**config.mk**
```make
export PLATFORM = sky130hd
export DESIGN_NAME = camera_rx
export DESIGN_NICKNAME = d
export VERILOG_FILES = /design/src/csi2_pkg.sv /design/src/image_pkg.sv /design/src/csi2_packet_parser.sv /design/src/raw10_unpacker.sv /design/src/crop.sv /design/src/metering.sv /design/src/camera_rx.sv
export SDC_FILE = /design/constraint.sdc
export NUM_CORES = 1
export LEC_CHECK = 0
export BUFFER_PORTS_ARGS = -buffer_cell sky130_fd_sc_hd__clkbuf_2
export CORE_ASPECT_RATIO = 2
export CORE_UTILIZATION = 45
export DETAILED_ROUTE_END_ITERATION = 10
export GPL_TIMING_DRIVEN = 0
export PLACE_DENSITY = 0.59
export SYNTH_ARGS = -nofsm -noshare
export SYNTH_HDL_FRONTEND = slang
export SYNTH_SLANG_ARGS = --single-unit
```
**constraint.sdc**
```tcl
create_clock -name mipi_byte_clock -period 4.8 [get_ports mipi_byte_clock]
set_input_delay 0.24 -clock mipi_byte_clock [delete_from_list [all_inputs] [get_ports mipi_byte_clock]]
set_output_delay 0.24 -clock mipi_byte_clock [all_outputs]
set_load 0.1 [all_outputs]
```
**src/csi2_pkg.sv**
```systemverilog
// Single-lane CSI-2 header layout, the first header byte on the wire lands in bits 7:0
package csi2_pkg;

    localparam logic [5:0] DT_FRAME_START = 6'h00;
    localparam logic [5:0] DT_FRAME_END   = 6'h01;
    localparam logic [5:0] DT_RAW10       = 6'h2B;

    localparam int HEADER_BYTES = 4;

    // Parser states
    localparam logic [1:0] ST_HEADER  = 2'd0;
    localparam logic [1:0] ST_PAYLOAD = 2'd1;
    localparam logic [1:0] ST_SKIP    = 2'd2;

    typedef union packed {
        struct packed {
            logic [7:0]  ecc;
            logic [15:0] word_count;   // Payload bytes that follow
            logic [7:0]  data_id;      // Virtual channel 7:6, data type 5:0
        } long_pkt;
        struct packed {
            logic [7:0]  ecc;
            logic [15:0] frame_number;
            logic [7:0]  data_id;
        } short_pkt;
    } csi2_header_t;

endpackage

```
**src/image_pkg.sv**
```systemverilog
// Fixed crop window and metering scale, CROP_PIXELS must match the window and be a power of two
package image_pkg;

    localparam int PIXEL_BITS = 10;

    localparam int COORD_BITS = 12;    // Up to 4095 columns and lines

    // Window limits, inclusive
    localparam logic [COORD_BITS-1:0] CROP_X_START = COORD_BITS'(2);
    localparam logic [COORD_BITS-1:0] CROP_X_END   = COORD_BITS'(17);
    localparam logic [COORD_BITS-1:0] CROP_Y_START = COORD_BITS'(1);
    localparam logic [COORD_BITS-1:0] CROP_Y_END   = COORD_BITS'(2);

    localparam int CROP_PIXELS = 32;   // 16 columns by 2 lines

    localparam int METER_BITS = 8;

    // Sum of a full window never overflows this width
    localparam int METER_ACC_BITS = PIXEL_BITS + $clog2(CROP_PIXELS);

    // Divide by the window size and drop the two low pixel bits
    localparam int METER_SHIFT = METER_ACC_BITS - METER_BITS;

endpackage

```
**src/csi2_packet_parser.sv**
```systemverilog
// Single lane only, ECC is stored but never checked, short packets other than FS and FE are dropped
`timescale 1ns/1ps

module csi2_packet_parser (
    input  logic       mipi_byte_clock,
    input  logic       mipi_byte_reset_n,

    input  logic [7:0] byte_i,
    input  logic       byte_valid_i,

    output logic [7:0] payload_o,
    output logic       payload_valid_o,
    output logic       line_end_o,
    output logic       frame_start_o,
    output logic       frame_end_o,
    output logic       frame_active_o
);

    import csi2_pkg::*;

    logic [1:0]   state;
    logic [1:0]   byte_count;
    logic [15:0]  remaining;
    logic         last_byte;
    csi2_header_t header;
    csi2_header_t header_next;
    logic [5:0]   data_type;
    logic [15:0]  word_count;
    logic         is_short;
    logic         header_done;

    // Header as it stands once the current byte is in
    always_comb begin
        header_next = header;
        header_next[8*byte_count +: 8] = byte_i;
    end

    assign data_type   = header_next.short_pkt.data_id[5:0];
    assign word_count  = header_next.long_pkt.word_count;
    assign is_short    = (data_type[5:4] == 2'b00);   // Types 0x00 to 0x0F
    assign header_done = byte_valid_i && (state == ST_HEADER)
                         && (byte_count == 2'(HEADER_BYTES - 1));

    always_ff @(posedge mipi_byte_clock) begin
        if (byte_valid_i && state == ST_HEADER) header <= header_next;
        if (byte_valid_i && state == ST_PAYLOAD) payload_o <= byte_i;
    end

    always_ff @(posedge mipi_byte_clock or negedge mipi_byte_reset_n) begin
        if (!mipi_byte_reset_n) begin
            state           <= ST_HEADER;
            byte_count      <= 2'd0;
            remaining       <= 16'd0;
            last_byte       <= 1'b0;
            payload_valid_o <= 1'b0;
            line_end_o      <= 1'b0;
            frame_start_o   <= 1'b0;
            frame_end_o     <= 1'b0;
            frame_active_o  <= 1'b0;
        end else begin
            payload_valid_o <= 1'b0;
            frame_start_o   <= 1'b0;
            frame_end_o     <= 1'b0;
            line_end_o      <= last_byte;     // One cycle behind the last payload byte
            last_byte       <= 1'b0;

            if (byte_valid_i) begin
                case (state)
                    ST_HEADER: begin
                        byte_count <= byte_count + 2'd1;   // Wraps after the ECC byte
                    end
                    ST_PAYLOAD: begin
                        payload_valid_o <= 1'b1;
                        remaining       <= remaining - 16'd1;
                        if (remaining == 16'd1) begin
                            last_byte <= 1'b1;
                            state     <= ST_HEADER;
                        end
                    end
                    default: begin
                        remaining <= remaining - 16'd1;
                        if (remaining == 16'd1) state <= ST_HEADER;
                    end
                endcase
            end

            if (header_done) begin
                if (is_short) begin
                    if (data_type == DT_FRAME_START) begin
                        frame_active_o <= 1'b1;
                        frame_start_o  <= 1'b1;
                    end else if (data_type == DT_FRAME_END && frame_active_o) begin
                        frame_active_o <= 1'b0;
                        frame_end_o    <= 1'b1;
                    end
                end else if (word_count != 16'd0) begin
                    remaining <= word_count;
                    // Only RAW10 inside a frame reaches the unpacker
                    state     <= (data_type == DT_RAW10 && frame_active_o) ? ST_PAYLOAD : ST_SKIP;
                end
            end
        end
    end

endmodule

```
**src/raw10_unpacker.sv**
```systemverilog
// Line payload must be a whole number of 5-byte groups, a trailing partial group is dropped
`timescale 1ns/1ps

module raw10_unpacker (
    input  logic                             mipi_byte_clock,
    input  logic                             mipi_byte_reset_n,

    input  logic [7:0]                       payload_i,
    input  logic                             payload_valid_i,
    input  logic                             line_end_i,
    input  logic                             frame_start_i,
    input  logic                             frame_end_i,

    output logic [image_pkg::PIXEL_BITS-1:0] pixel_o,
    output logic                             pixel_valid_o,
    output logic                             line_end_o,
    output logic                             frame_start_o,
    output logic                             frame_end_o
);

    import image_pkg::*;

    logic [2:0]            byte_index;
    logic [7:0]            msb_bytes [0:3];
    logic [PIXEL_BITS-1:0] queue [0:3];
    logic [2:0]            queue_count;
    logic                  group_done;
    logic                  queue_empty;
    logic                  line_pending;
    logic                  frame_pending;

    assign group_done  = payload_valid_i && (byte_index == 3'd4);
    assign queue_empty = (queue_count == 3'd0);

    always_ff @(posedge mipi_byte_clock) begin
        if (payload_valid_i && byte_index != 3'd4) msb_bytes[byte_index[1:0]] <= payload_i;

        if (group_done) begin
            // Fifth byte holds the low bit pairs, pixel 0 in bits 1:0
            for (int i = 0; i < 4; i++) begin
                queue[i] <= {msb_bytes[i], payload_i[2*i +: 2]};
            end
        end else if (!queue_empty) begin
            for (int i = 0; i < 3; i++) begin
                queue[i] <= queue[i + 1];
            end
        end

        if (!queue_empty) pixel_o <= queue[0];
    end

    always_ff @(posedge mipi_byte_clock or negedge mipi_byte_reset_n) begin
        if (!mipi_byte_reset_n) begin
            byte_index    <= 3'd0;
            queue_count   <= 3'd0;
            line_pending  <= 1'b0;
            frame_pending <= 1'b0;
            pixel_valid_o <= 1'b0;
            line_end_o    <= 1'b0;
            frame_start_o <= 1'b0;
            frame_end_o   <= 1'b0;
        end else begin
            pixel_valid_o <= !queue_empty;
            frame_start_o <= frame_start_i;
            line_end_o    <= line_pending && queue_empty;   // Held until drained
            frame_end_o   <= frame_pending && queue_empty;

            line_pending  <= line_end_i || (line_pending && !queue_empty);
            frame_pending <= frame_end_i || (frame_pending && !queue_empty);

            if (group_done) queue_count <= 3'd4;
            else if (!queue_empty) queue_count <= queue_count - 3'd1;

            if (line_end_i || frame_start_i) byte_index <= 3'd0;   // Resync on line boundary
            else if (payload_valid_i) byte_index <= group_done ? 3'd0 : byte_index + 3'd1;
        end
    end

endmodule

```
**src/crop.sv**
```systemverilog
// Window limits are fixed in image_pkg, every line must close with a line-end pulse
`timescale 1ns/1ps

module crop (
    input  logic                             mipi_byte_clock,
    input  logic                             mipi_byte_reset_n,

    input  logic [image_pkg::PIXEL_BITS-1:0] pixel_i,
    input  logic                             pixel_valid_i,
    input  logic                             line_end_i,
    input  logic                             frame_start_i,
    input  logic                             frame_end_i,

    output logic [image_pkg::PIXEL_BITS-1:0] pixel_o,
    output logic                             pixel_valid_o,
    output logic                             frame_start_o,
    output logic                             frame_end_o
);

    import image_pkg::*;

    logic [COORD_BITS-1:0] column;
    logic [COORD_BITS-1:0] line;
    logic                  in_window;

    assign in_window = (column >= CROP_X_START) && (column <= CROP_X_END)
                       && (line >= CROP_Y_START) && (line <= CROP_Y_END);

    always_ff @(posedge mipi_byte_clock) begin
        if (pixel_valid_i) pixel_o <= pixel_i;
    end

    always_ff @(posedge mipi_byte_clock or negedge mipi_byte_reset_n) begin
        if (!mipi_byte_reset_n) begin
            column        <= '0;
            line          <= '0;
            pixel_valid_o <= 1'b0;
            frame_start_o <= 1'b0;
            frame_end_o   <= 1'b0;
        end else begin
            pixel_valid_o <= pixel_valid_i && in_window;
            frame_start_o <= frame_start_i;
            frame_end_o   <= frame_end_i;

            if (frame_start_i) begin
                column <= '0;
                line   <= '0;
            end else if (line_end_i) begin
                column <= '0;
                line   <= line + 1'b1;
            end else if (pixel_valid_i) begin
                column <= column + 1'b1;
            end
        end
    end

endmodule

```
**src/metering.sv**
```systemverilog
// Divides by the fixed window size, so a frame with missing pixels reads darker
`timescale 1ns/1ps

module metering (
    input  logic                             mipi_byte_clock,
    input  logic                             mipi_byte_reset_n,

    input  logic [image_pkg::PIXEL_BITS-1:0] pixel_i,
    input  logic                             pixel_valid_i,
    input  logic                             frame_start_i,
    input  logic                             frame_end_i,

    output logic [image_pkg::METER_BITS-1:0] brightness_o,
    output logic                             brightness_valid_o
);

    import image_pkg::*;

    logic [METER_ACC_BITS-1:0] accumulator;

    always_ff @(posedge mipi_byte_clock or negedge mipi_byte_reset_n) begin
        if (!mipi_byte_reset_n) begin
            accumulator        <= '0;
            brightness_o       <= '0;
            brightness_valid_o <= 1'b0;
        end else begin
            brightness_valid_o <= frame_end_i;

            if (frame_start_i) begin
                accumulator <= '0;
            end else if (pixel_valid_i) begin
                accumulator <= accumulator + METER_ACC_BITS'(pixel_i);
            end

            // Shift right by METER_SHIFT, holds until the next frame end
            if (frame_end_i) brightness_o <= accumulator[METER_SHIFT +: METER_BITS];
        end
    end

endmodule

```
**src/camera_rx.sv**
```systemverilog
// Byte-clock receive path behind a single-lane CSI-2 hard block, no back-pressure anywhere
`timescale 1ns/1ps

module camera_rx (
    input  logic                             mipi_byte_clock,
    input  logic                             mipi_byte_reset_n,

    input  logic [7:0]                       byte_i,
    input  logic                             byte_valid_i,

    output logic [image_pkg::PIXEL_BITS-1:0] pixel_o,
    output logic                             pixel_valid_o,
    output logic                             frame_active_o,

    output logic [image_pkg::METER_BITS-1:0] brightness_o,
    output logic                             brightness_valid_o
);

    import image_pkg::*;

    logic [7:0]            payload;
    logic                  payload_valid;
    logic                  parser_line_end;
    logic                  parser_frame_start;
    logic                  parser_frame_end;

    logic [PIXEL_BITS-1:0] raw_pixel;
    logic                  raw_pixel_valid;
    logic                  raw_line_end;
    logic                  raw_frame_start;
    logic                  raw_frame_end;

    logic                  crop_frame_start;
    logic                  crop_frame_end;

    csi2_packet_parser parser0 (
        .mipi_byte_clock   (mipi_byte_clock),
        .mipi_byte_reset_n (mipi_byte_reset_n),
        .byte_i            (byte_i),
        .byte_valid_i      (byte_valid_i),
        .payload_o         (payload),
        .payload_valid_o   (payload_valid),
        .line_end_o        (parser_line_end),
        .frame_start_o     (parser_frame_start),
        .frame_end_o       (parser_frame_end),
        .frame_active_o    (frame_active_o)
    );

    raw10_unpacker unpacker0 (
        .mipi_byte_clock   (mipi_byte_clock),
        .mipi_byte_reset_n (mipi_byte_reset_n),
        .payload_i         (payload),
        .payload_valid_i   (payload_valid),
        .line_end_i        (parser_line_end),
        .frame_start_i     (parser_frame_start),
        .frame_end_i       (parser_frame_end),
        .pixel_o           (raw_pixel),
        .pixel_valid_o     (raw_pixel_valid),
        .line_end_o        (raw_line_end),
        .frame_start_o     (raw_frame_start),
        .frame_end_o       (raw_frame_end)
    );

    crop crop0 (
        .mipi_byte_clock   (mipi_byte_clock),
        .mipi_byte_reset_n (mipi_byte_reset_n),
        .pixel_i           (raw_pixel),
        .pixel_valid_i     (raw_pixel_valid),
        .line_end_i        (raw_line_end),
        .frame_start_i     (raw_frame_start),
        .frame_end_i       (raw_frame_end),
        .pixel_o           (pixel_o),
        .pixel_valid_o     (pixel_valid_o),
        .frame_start_o     (crop_frame_start),
        .frame_end_o       (crop_frame_end)
    );

    metering metering0 (
        .mipi_byte_clock    (mipi_byte_clock),
        .mipi_byte_reset_n  (mipi_byte_reset_n),
        .pixel_i            (pixel_o),
        .pixel_valid_i      (pixel_valid_o),
        .frame_start_i      (crop_frame_start),
        .frame_end_i        (crop_frame_end),
        .brightness_o       (brightness_o),
        .brightness_valid_o (brightness_valid_o)
    );

endmodule

```
Yosys cells after proc, flatten, opt, wreduce, memory -nomap -nowiden
Memory sizes are Yosys's and may differ from the RTL's. A register that Yosys moved wholly into a read port is not among the register bits.
Index checks and enable logic that the tools add are counted.
- $lt $le $gt $ge: 4
- multiplexer cells: 49
- eq/ne operators: 8
- reductions and logical operators: 32
- shifts and indexed selects: 2
- $mul: 0
- bitwise logic cells: 3
- add/subtract/negate cells: 8
- div/mod/pow operators: 0
- operators with widths (kind ; count):
    $mux W16 ; 5
    $mux W12 ; 5
    $neg A5 Y34 ; 1
    $shift A8 B34 Y32 const A ; 1
    $shiftx A8 B34 Y32 ; 1
    $bwmux W32 ; 1
    $mux W10 ; 3
    $mux W15 ; 2
    $add A12 B1 Y12 const B ; 2
    $mux W1 ; 21
    $eq A16 B1 Y1 const B ; 1
    $reduce_bool A16 Y1 ; 1
    $sub A16 B1 Y16 const B ; 1
    $add A15 B10 Y15 ; 1
    $logic_and A1 B1 Y1 ; 15
    $mux W3 ; 5
    $mux W2 ; 7
    $ge A12 B1 Y1 const B ; 1
    $ge A12 B2 Y1 const B ; 1
    $le A12 B2 Y1 const B ; 1
    $le A12 B5 Y1 const B ; 1
    $reduce_bool A2 Y1 ; 4
    $eq A6 B1 Y1 const B ; 1
    $eq A6 B6 Y1 const B ; 1
    other kinds (17) ; 23
- memories kept: 2
- register bits: 139
- input bits: 11
- memory bits (read-only): 0
- RAM bits: 72
- logic and storage cells: 136
- output and inout port bits: 21
- bits in latches: 0
- memory list (memory ; words ; bits a word ; read ports ; clocked after Yosys merged registers in ; wr ports ; RTL line ; RTL):
    unpacker0.queue ; 4 ; 10 ; 4 ; 1 ; 4 ; raw10_unpacker.sv:25 ; logic [PIXEL_BITS-1:0] queue [0:3];
    unpacker0.msb_bytes ; 4 ; 8 ; 4 ; 0 ; 1 ; raw10_unpacker.sv:24 ; logic [7:0] msb_bytes [0:3];

Logic depth before layout (Yosys ltp)
Gate-level depths: netlist of run 1.
- depth in word-level cells: 9
- depth in mapped cells: 11
- mapped depth without buffers: 8

Cells and area by module
From an unflattened synthesis of run 1, not the netlist that was laid out.
- cell total of the unflattened synthesis: 697
- area total of the unflattened synthesis: 9516.6 sq um
- by module, submodules not included (module ; times used ; area each (sq um) ; sequential area each (sq um) ; cells an instance):
    raw10_unpacker ; 1 ; 3593.4 ; 2762.6 ; 169
    csi2_packet_parser ; 1 ; 2747.6 ; 1551.5 ; 240
    crop ; 1 ; 1734.2 ; 975.9 ; 155
    metering ; 1 ; 1441.4 ; 600.6 ; 133

Least setup slack after synthesis of run 1
No wires, ideal clock.
- path type: flip-flop to flip-flop
- start: reg crop0.pixel_o[0] (netlist bit)
- end: reg metering0.accumulator[12]
- clock period less this slack: 2.942 ns
- setup slack: 1.858 ns
- setup time: 0.125 ns
- stages on the path, launching flop included: 9
- required time: 4.675 ns
- arrival time: 2.817 ns
- buffers on the path: 0
- cell sequence: edfxtp_1 > ha_1 > inv_1 > fa_1 > nor2b_1 > o211ai_1 > a31o_2 > a211oi_1 > mux2_2
- word-level cells in the longest chain between the ends: 3
- RTL lines (element ; RTL line ; RTL):
    start, declared ; crop.sv:14 ; output logic [image_pkg::PIXEL_BITS-1:0] pixel_o,
    start signal, assigned ; crop.sv:30 ; if (pixel_valid_i) pixel_o <= pixel_i;
    $add A15 B10 Y15 ; metering.sv:32 ; accumulator <= accumulator + METER_ACC_BITS'(pixel_i);
    $mux W15 ; metering.sv:31 ; end else if (pixel_valid_i) begin
    $mux W15 ; metering.sv:29 ; if (frame_start_i) begin
    end signal, assigned ; metering.sv:32 ;
    end, declared ; metering.sv:19 ; logic [METER_ACC_BITS-1:0] accumulator;
No other way between the ends. The select of a mux whose other input is x is not followed.
A chain may end at the register's enable or synchronous reset.

Final worst setup path of run 1
- start: reg parser0.byte_count[0]
- end: reg parser0.remaining[9]
- word-level cells in the longest chain between the ends: 7
- elaborated cells on any way between the ends: 11
- classes of those cells: add/sub (1); eq/ne (1); shift (2); mux (4); reduce/logical (3)
- RTL lines (element ; RTL line ; RTL):
    start, declared ; csi2_packet_parser.sv:22 ; logic [1:0] byte_count;
    start signal, assigned ; csi2_packet_parser.sv:70 ; byte_count <= byte_count + 2'd1;
    $neg A5 Y34 ; csi2_packet_parser.sv:35 ; header_next[8*byte_count +: 8] = byte_i;
    $shiftx A8 B34 Y32 / $shift A8 B34 Y32 (equally long branches) ; csi2_packet_parser.sv:35 ;
    $bwmux W32 ; csi2_packet_parser.sv:35 ;
    $reduce_bool A16 Y1 ; csi2_packet_parser.sv:96 ; end else if (word_count != 16'd0) begin
    $mux W16 ; csi2_packet_parser.sv:96 ;
    $mux W16 ; csi2_packet_parser.sv:88 ; if (is_short) begin
    $mux W16 * ; csi2_packet_parser.sv:87 ; if (header_done) begin
    end signal, assigned ; csi2_packet_parser.sv:74 ; remaining <= remaining - 16'd1;
    end signal, assigned ; csi2_packet_parser.sv:81 ; remaining <= remaining - 16'd1;
    end signal, assigned ; csi2_packet_parser.sv:97 ; remaining <= word_count;
    end, declared ; csi2_packet_parser.sv:23 ; logic [15:0] remaining;
Every way passes the cells marked *; elsewhere a longest branch is shown, timed or not.

==> results of run 1 <==
==> flip-flops by register name, summed over array words and instances, names as in the netlist, 2 cells and up <==
register                flops
unpacker0.msb_bytes        32
metering0.brightness_o      8
crop0.column               12
crop0.line                 12
metering0.accumulator      15
crop0.pixel_o              10
unpacker0.queue_count       3
unpacker0.byte_index        3
unpacker0.queue            40
parser0.remaining          16
parser0.byte_count          2
unpacker0.pixel_o          10
parser0.header             22
parser0.state               2
parser0.payload_o           8
==> area by class of cell <==
class	count	share of cell area
inverter	48	0.0172
clock inverter	11	0.00608
multi-input combinational	430	0.298
tap	266	0.0317
sequential	211	0.561
clock buffer	27	0.0550
buffer	20	0.00893
timing repair buffer	36	0.0224
==> through the flow <==
step | util | hold slack (ns) | instance area, sq um | power, mW | instances
after detailed placement | 0.483 | 0.336 | 9830 | 3.16 | 1008
after global placement | 0.480 | 0.335 | 9780 | 3.11 | 1006
after floorplan | - | -0.0556 | 9290 | 2.89 | 709
after CTS | 0.516 | 0.00577 | 10500 | 4.71 | 1049
final | 0.516 | 0.0275 | 10500 | 4.64 | 1049
after global routing | 0.516 | 0.00711 | 10500 | 4.87 | 1049
==> metal layers <==
layer | vias up | global-route usage
met5 | - | 0
met4 | 0 | 0.0864
met3 | 38 | 0.0209
met2 | 109 | 0.381
met1 | 2777 | 0.164
li1 | 2682 | -
==> cell families after synthesis <==
logic type / count (synthesis) / synth area share
compound gates: 108 / 0.0715
mux: 65 / 0.0808
fa+ha+maj: 32 / 0.0439
flops: 211 / 0.634
simple gates: 191 / 0.108
buf+inv: 68 / 0.0295
xor+xnor: 34 / 0.0321
==> how the worst min path moves through the flow <==
stage,startpoint,end
global route,byte_i[6],parser0.payload_o[6]$_DFFE_PP_
CTS,byte_i[6],parser0.payload_o[6]$_DFFE_PP_
floorplan,mipi_byte_reset_n,crop0.column[0]$_DFFE_PN0P_
detailed placement,parser0.last_byte$_DFF_PN0_,parser0.line_end_o$_DFF_PN0_
global placement,parser0.last_byte$_DFF_PN0_,parser0.line_end_o$_DFF_PN0_
finish,byte_i[6],parser0.payload_o[6]$_DFFE_PP_
==> worst max-delay path: cells and delay by family (launching register included) <==
family                   cells  cell delay [ns]
AND/OR/NAND/NOR              2             0.73
buffers and inverters        4             0.66
flip-flops                   1             0.45
adder cells (fa/ha/maj)      1             0.37
AO/OA/AOI/OAI                2             0.32
multiplexers                 1             0.32
==> synthesized netlist by cell type, types with 13 or more instances <==
cell,count,area [sq um]
nor2b_1,13,81.3
nor2_1,46,173
a21oi_1,23,115
edfxtp_1,122,3660
clkbuf_1,14,52.6
nand2_1,38,143
xor2_1,20,175
mux2_2,52,586
o21ai_0,41,205
inv_1,48,180
dfrtp_1,89,2230
xnor2_1,14,123
nand4_1,13,81.3
ha_1,31,388
==> report_power, final <==
part | internal (mW) | total, mW | switching [mW]
clock | 0.855 | 1.52 | 0.665
combinational | 0.351 | 0.872 | 0.521
sequential | 2.14 | 2.25 | 0.115
==> PnR_summary.wiki, run 1 <==
{| class="wikitable"
! Metric !! Value
|-
| Status || finished clean
|-
| Global-route wire length before repair || 30100 um
|-
| Clock skew || 0.00918 ns
|-
| Final Slew Violations || 0
|-
| Initial antenna violation count || 0
|-
| Number of antenna repair diodes || 0
|-
| Number of violations of the max-capacitance limit || 0
|-
| Height of the chip || 205 um
|-
| Final setup vio count || 0
|-
| Min setup slack post-route || 1.84 ns
|-
| Part of the Yosys area used for sequential elements || 0.634
|-
| Register bit total from synthesis || 211
|-
| Number of nets with antenna violations after detailed routing || 0
|-
| H-tree levels || 1
|-
| Type of the tightest min-delay check || primary input to register
|-
| Number of hold buffers added after CTS || 3
|-
| Footprint of the flip-flops and latches || 5890 sq um
|-
| Endpoint arrival time on the critical path || 3.33 ns
|-
| Unrepaired setup endpoints after global routing || false
|-
| Floorplan die area || 21300 sq um
|-
| Vias after detailed routing || 5606
|-
| Die width || 104 um
|-
| Top_reg_cell synth || edfxtp_1
|-
| Wire length per cell || 17.5 um
|-
| Commonest cells after routing, fill and taps aside || 122 x edfxtp_1, 89 x dfrtp_1, 52 x mux2_2
|-
| Routed wire length || 18300 um
|-
| Layout Nets || 811
|-
| Critical path type || register to register
|-
| Number of buffers created by CTS || 21
|-
| Post-synthesis instance area || 9290 sq um
|-
| Crit end category || register
|-
| Number of global-route vias before repair || 6127
|-
| First-iteration detailed-routing DRC count || 224
|-
| Pre-antenna DRT Iters || 4
|-
| Cell count after synthesis || 709
|-
| Fin crit period || 2.96 ns
|-
| # clock sinks || 211
|-
| Slowest stage delay, CP || 0.50 ns
|-
| Number of cells on the worst reg-to-reg path || 10
|-
| Slew headroom || 0.162
|-
| Clock transition time at the flip-flop clock pins of the worst setup and hold paths || 0.06 ns
|-
| Fraction of registers with async set or reset after synthesis || 0.422
|-
| Total number of yosys warnings || 0
|-
| Total congestion overflow || 0
|-
| Mean number of vias per cell || 5.34
|-
| Setup TNS || 0 ns
|-
| Met1 wire length || 6210 um
|-
| Share of the cycle needed by the critical path after routing || 0.616
|-
| Average cell area after synthesis || 13.1 sq um
|-
| Most prevalent standard cell on the critical path || buf_6
|-
| Critical path data required time || 5.18 ns
|-
| Initial core utilization || 0.456
|-
| Post-CTS Setup Inserts || 0
|-
| Routed met2 length || 10900 um
|-
| Number of distinct library cell variants in the gate-level netlist after synthesis || 56
|-
| Worst IR drop on VDD || 328 uV
|-
| Worst Max-Slew Pin Slew || 1.25 ns
|-
| CP Capture Point || parser0.remaining[9]$_DFF_PN0_
|-
| LEAKAGE || 4.20 nW
|-
| TritonCTS clock tree || yes
|-
| Input/output buffers || 31
|-
| Source-to-sink clock delay at the later pin of the worst-skew pair || 0.49 ns
|-
| HPWL after DPL || 13400 um
|-
| Number of inserted filler cells in the final layout || 1742
|-
| Highest metal layer with signal wires || met4
|-
| Launch point of the worst path || parser0.byte_count[0]$_DFFE_PN0P_
|-
| Number of enable-type register cells in the synthesized netlist || 122
|-
| Layout cell share with drive strength beyond 1 || 0.175
|-
| Pwr per Cell Area || 442 nW/um^2
|-
| Number of placed I/O pins || 32
|-
| Hold Path Depth || 1
|-
| Resized cells post-CTS || 0
|-
| Highest achievable clock rate || 338 MHz
|-
| Critical Path Source Type || register
|-
| Row count || 74
|-
| Core outline area || 20400 sq um
|-
| Residual DRC || 0
|-
| Worst-path fanout max || 10
|-
| Maximum clock insertion buffer count || 3
|-
| GRT Total Usage || 0.180
|-
| Origin of the critical flop-to-flop path || parser0.byte_count[0]$_DFFE_PN0P_
|-
| Mapped Nets || 752
|-
| Most common cell after layout, fill and taps aside || edfxtp_1
|-
| Flop2flop setup slack || 1.84 ns
|-
| Layout overhead on the synthesized area || 13.1%
|-
| Area occupied by multi-input gates || 3130 sq um
|-
| Hold Violations, Final || 0
|-
| Max stage delay cell, worst path || nor3b_1
|-
| Gpl congestion || 0.859
|-
| Pre-CTS setup slack || 1.86 ns
|-
| Critical path, cell by cell || inv_1 -> ha_1 -> nor3b_1 -> and3b_1 -> buf_2 -> a211o_1 -> o31a_1 -> buf_6 -> buf_6 -> mux2_4
|-
| Met3 Wirelength || 500 um
|-
| Clock tree root driver cell || clkbuf_16
|-
| Critical register-to-register path endpoint || parser0.remaining[9]$_DFF_PN0_
|-
| Maximum number of pins on one net before global-route repair || 54
|}
Note: power is estimated with default switching activity, not from simulation.
==> run 2, diff against run 1 <==
==> constraint.sdc (replaced) <==
create_clock -name mipi_byte_clock -period 2.9 [get_ports mipi_byte_clock]
set_input_delay 0.145 -clock mipi_byte_clock [delete_from_list [all_inputs] [get_ports mipi_byte_clock]]
set_output_delay 0.145 -clock mipi_byte_clock [all_outputs]
set_load 0.1 [all_outputs]
==> run 2 against run 1 <==
Net effect:
- clock skew up 0.0050 ns
- flip-flop and latch count stayed put
- setup slack worse by 1.7 ns
- combinational power is 89% higher
- final area is 1.4% higher
- non-clock buffer count is 6 higher
- first-iteration DRC count decreased by 1.8%
- register-to-register slack lost 1.7 ns
- critical endpoint is now parser0.remaining[13]$_DFF_PN0_
- highest routed layer unchanged
==> PnR_summary.wiki, run 2 (synthesized netlist as in run 1, its figures left out) <==
{| class="wikitable"
! Metric !! Value
|-
| Type of the tightest min-delay check || primary input to register
|-
| Vias after detailed routing || 5659 (+0.95%)
|-
| Most prevalent standard cell on the critical path || buf_6
|-
| Total congestion overflow || 0 (unchanged)
|-
| Layout cell share with drive strength beyond 1 || 0.188 (+0.0131)
|-
| Number of inserted filler cells in the final layout || 1763 (+1.2%)
|-
| Combinational Power Share || 0.203 (+0.015)
|-
| Maximum number of pins on one net before global-route repair || 46 (-15%)
|-
| Status || finished clean
|-
| Inst Count DP || 1008 (unchanged)
|-
| Worst-path fanout max || 10 (unchanged)
|-
| Wire length per cell || 17.4 um (about the same)
|-
| Gpl congestion || 0.858 (-0.15%)
|-
| HPWL after DPL || 13300 um (-0.69%)
|-
| LEAKAGE || 4.27 nW (+1.5%)
|-
| Pre-antenna DRT Iters || 4 (unchanged)
|-
| Hold Violations, Final || 0 (unchanged)
|-
| Initial core utilization || 0.456 (unchanged)
|-
| Critical path, cell by cell || inv_1 -> ha_1 -> clkbuf_2 -> a31oi_1 -> a21oi_2 -> o31a_1 -> buf_6 -> buf_6 -> mux2_4
|-
| Net load switching power || 2.28 mW (+76%)
|-
| Number of global-route vias before repair || 6098 (-0.47%)
|-
| CP delay by family, top || compound AO/OA/AOI/OAI gates
|-
| Initial antenna violation count || 0 (unchanged)
|-
| Worst Max-Slew Pin Slew || 1.24 ns (-0.00950 ns)
|-
| Commonest cells after routing, fill and taps aside || 122 x edfxtp_1, 88 x dfrtp_1, 50 x mux2_2
|-
| Number of nets with antenna violations after detailed routing || 0 (unchanged)
|-
| Number of buffers created by CTS || 20 (-4.8%)
|-
| TritonCTS clock tree || yes
|-
| Number of non-filler instances in the completed layout || 1053 (+0.38%)
|-
| Residual DRC || 0 (unchanged)
|-
| Number of placed I/O pins || 32 (unchanged)
|-
| Register bank with the most flops || unpacker0.queue
|-
| # clock sinks || 211 (unchanged)
|-
| Die width || 104 um (unchanged)
|-
| Overall power || 8.14 mW (+75%)
|-
| Final Slew Violations || 0 (unchanged)
|-
| Fin crit period || 2.79 ns (-0.166 ns)
|-
| Critical path type || register to register
|-
| Worst IR drop on VDD || 580 uV (+77%)
|-
| Slowest stage delay, CP || 0.45 ns (-0.05 ns)
|-
| Endpoint arrival time on the critical path || 3.15 ns (-0.18 ns)
|-
| Setup TNS || 0 ns (unchanged)
|-
| GRT Total Usage || 0.181 (+0.000580)
|-
| Core outline area || 20400 sq um (unchanged)
|-
| Highest achievable clock rate || 358 MHz (+5.9%)
|-
| Max stage delay cell, worst path || dfrtp_2
|-
| Maximum clock insertion buffer count || 3 (unchanged)
|-
| Number of antenna repair diodes || 0 (unchanged)
|-
| Switching share of power || 0.280 (about the same)
|-
| Hold slack final || 0.0706 ns (+0.0431 ns)
|-
| Share of the cycle needed by the critical path after routing || 0.962 (+0.346)
|-
| Layout overhead on the synthesized area || 14.7%
|-
| Post-CTS Setup Inserts || 0 (unchanged)
|-
| Row count || 74 (unchanged)
|-
| Global-route wire length before repair || 30200 um (+0.39%)
|-
| Floorplan die area || 21300 sq um (unchanged)
|-
| Height of the chip || 205 um (unchanged)
|-
| Buffering stage count on the worst path with inverters included || 4 (unchanged)
|-
| Unrepaired setup endpoints after global routing || false
|-
| Most common cell after layout, fill and taps aside || edfxtp_1
|-
| Clock transition time at the flip-flop clock pins of the worst setup and hold paths || 0.07 ns (about the same)
|-
| Clock skew || 0.0142 ns (+0.00500 ns)
|-
| Portion of total power attributed to sequential cells || 0.468 (-0.017)
|-
| Critical Path Source Type || register
|-
| Pwr per Cell Area || 764 nW/um^2 (+73%)
|-
| Input/output buffers || 31 (unchanged)
|-
| Critical path data required time || 3.26 ns (-1.92 ns)
|-
| Number of flip-flops in the largest register || 40 (unchanged)
|-
| Mean number of vias per cell || 5.37 (+0.56%)
|-
| Clock tree root driver cell || clkbuf_16
|-
| Routed wire length || 18400 um (+0.33%)
|-
| First-iteration detailed-routing DRC count || 220 (-1.8%)
|-
| Source-to-sink clock delay at the later pin of the worst-skew pair || 0.49 ns (about the same)
|-
| Number of violations of the max-capacitance limit || 0 (unchanged)
|-
| Layout Nets || 816 (+0.62%)
|-
| Power share of the clock group || 0.329 (+0.002)
|-
| Internal power component || 5.86 mW (+75%)
|-
| H-tree levels || 1 (unchanged)
|-
| Slew headroom || 0.169 (+0.00635)
|-
| Crit end category || register
|-
| Final setup vio count || 0 (unchanged)
|}
==> run 2: worst reg2reg max path, stage by stage, from the launching register on <==
cell and delay, ns:
dfrtp_2 0.45, inv_1 0.16, ha_1 0.33, clkbuf_2 0.27, a31oi_1 0.20, a21oi_2 0.35
o31a_1 0.24, buf_6 0.16, buf_6 0.18, mux2_4 0.31
==> run 2: layout make-up <==
class                      instances  area [sq um]  share of cell area
clock buffer                      27           578              0.0543
tap                              266           333              0.0313
clock inverter                     9           104             0.00975
timing repair buffer              42           303              0.0284
inverter                          48           180              0.0169
buffer                            20          98.8             0.00928
multi-input combinational        430          3160               0.297
sequential                       211          5890               0.553
==> run 2: final timing paths <==
kind	startpoint	to	slack [ns]	cells past startpoint
worst min register to register	parser0.last_byte$_DFF_PN0_	parser0.line_end_o$_DFF_PN0_	0.35	0
worst min-delay path	byte_valid_i	parser0.state[1]$_DFF_PN0_	0.07	3
max in group asynchronous	mipi_byte_reset_n	parser0.remaining[13]$_DFF_PN0_	1.94	3
worst max register to register	parser0.byte_count[0]$_DFFE_PN0P_	parser0.remaining[13]$_DFF_PN0_	0.11	9
min in group asynchronous	mipi_byte_reset_n	parser0.byte_count[0]$_DFFE_PN0P_	0.27	2
worst max-delay path	parser0.byte_count[0]$_DFFE_PN0P_	parser0.remaining[13]$_DFF_PN0_	0.11	9
==> run 2: power by group through the flow <==
stage	Clock [mW]	Combinational [mW]	Sequential, mW
floorplan	0	1.14	3.86
finish	2.68	1.65	3.81
detailed placement	0	1.64	3.86
global route	2.86	1.82	3.84
global placement	0	1.56	3.84
CTS	2.76	1.65	3.80
==> run 2: through the flow <==
stage	worst slack (ns)	util	area [sq um]
2_1_floorplan	0.000518	-	9310
3_3_place_gp	-0.701	0.481	9800
3_5_place_dp	-0.0786	0.484	9860
4_1_cts	0.0444	0.522	10600
5_1_grt	0.0368	0.523	10600
6_report	0.110	0.523	10600
==> run 2: per-layer routing <==
metal,part of all wire,wire [um],vias up,global-route usage
li1,-,-,2705,-
met1,0.35,6350,2788,0.171
met2,0.57,10400,115,0.360
met3,0.027,502,51,0.0222
met4,0.060,1100,0,0.120
met5,0,0,-,0
==> run 2: repair_timing <==
item                       4_1_cts  5_1_grt
gates resized for setup          1       10
hold endpoints to repair        52        0
hold buffers                     9        0
setup endpoints to repair        7       37
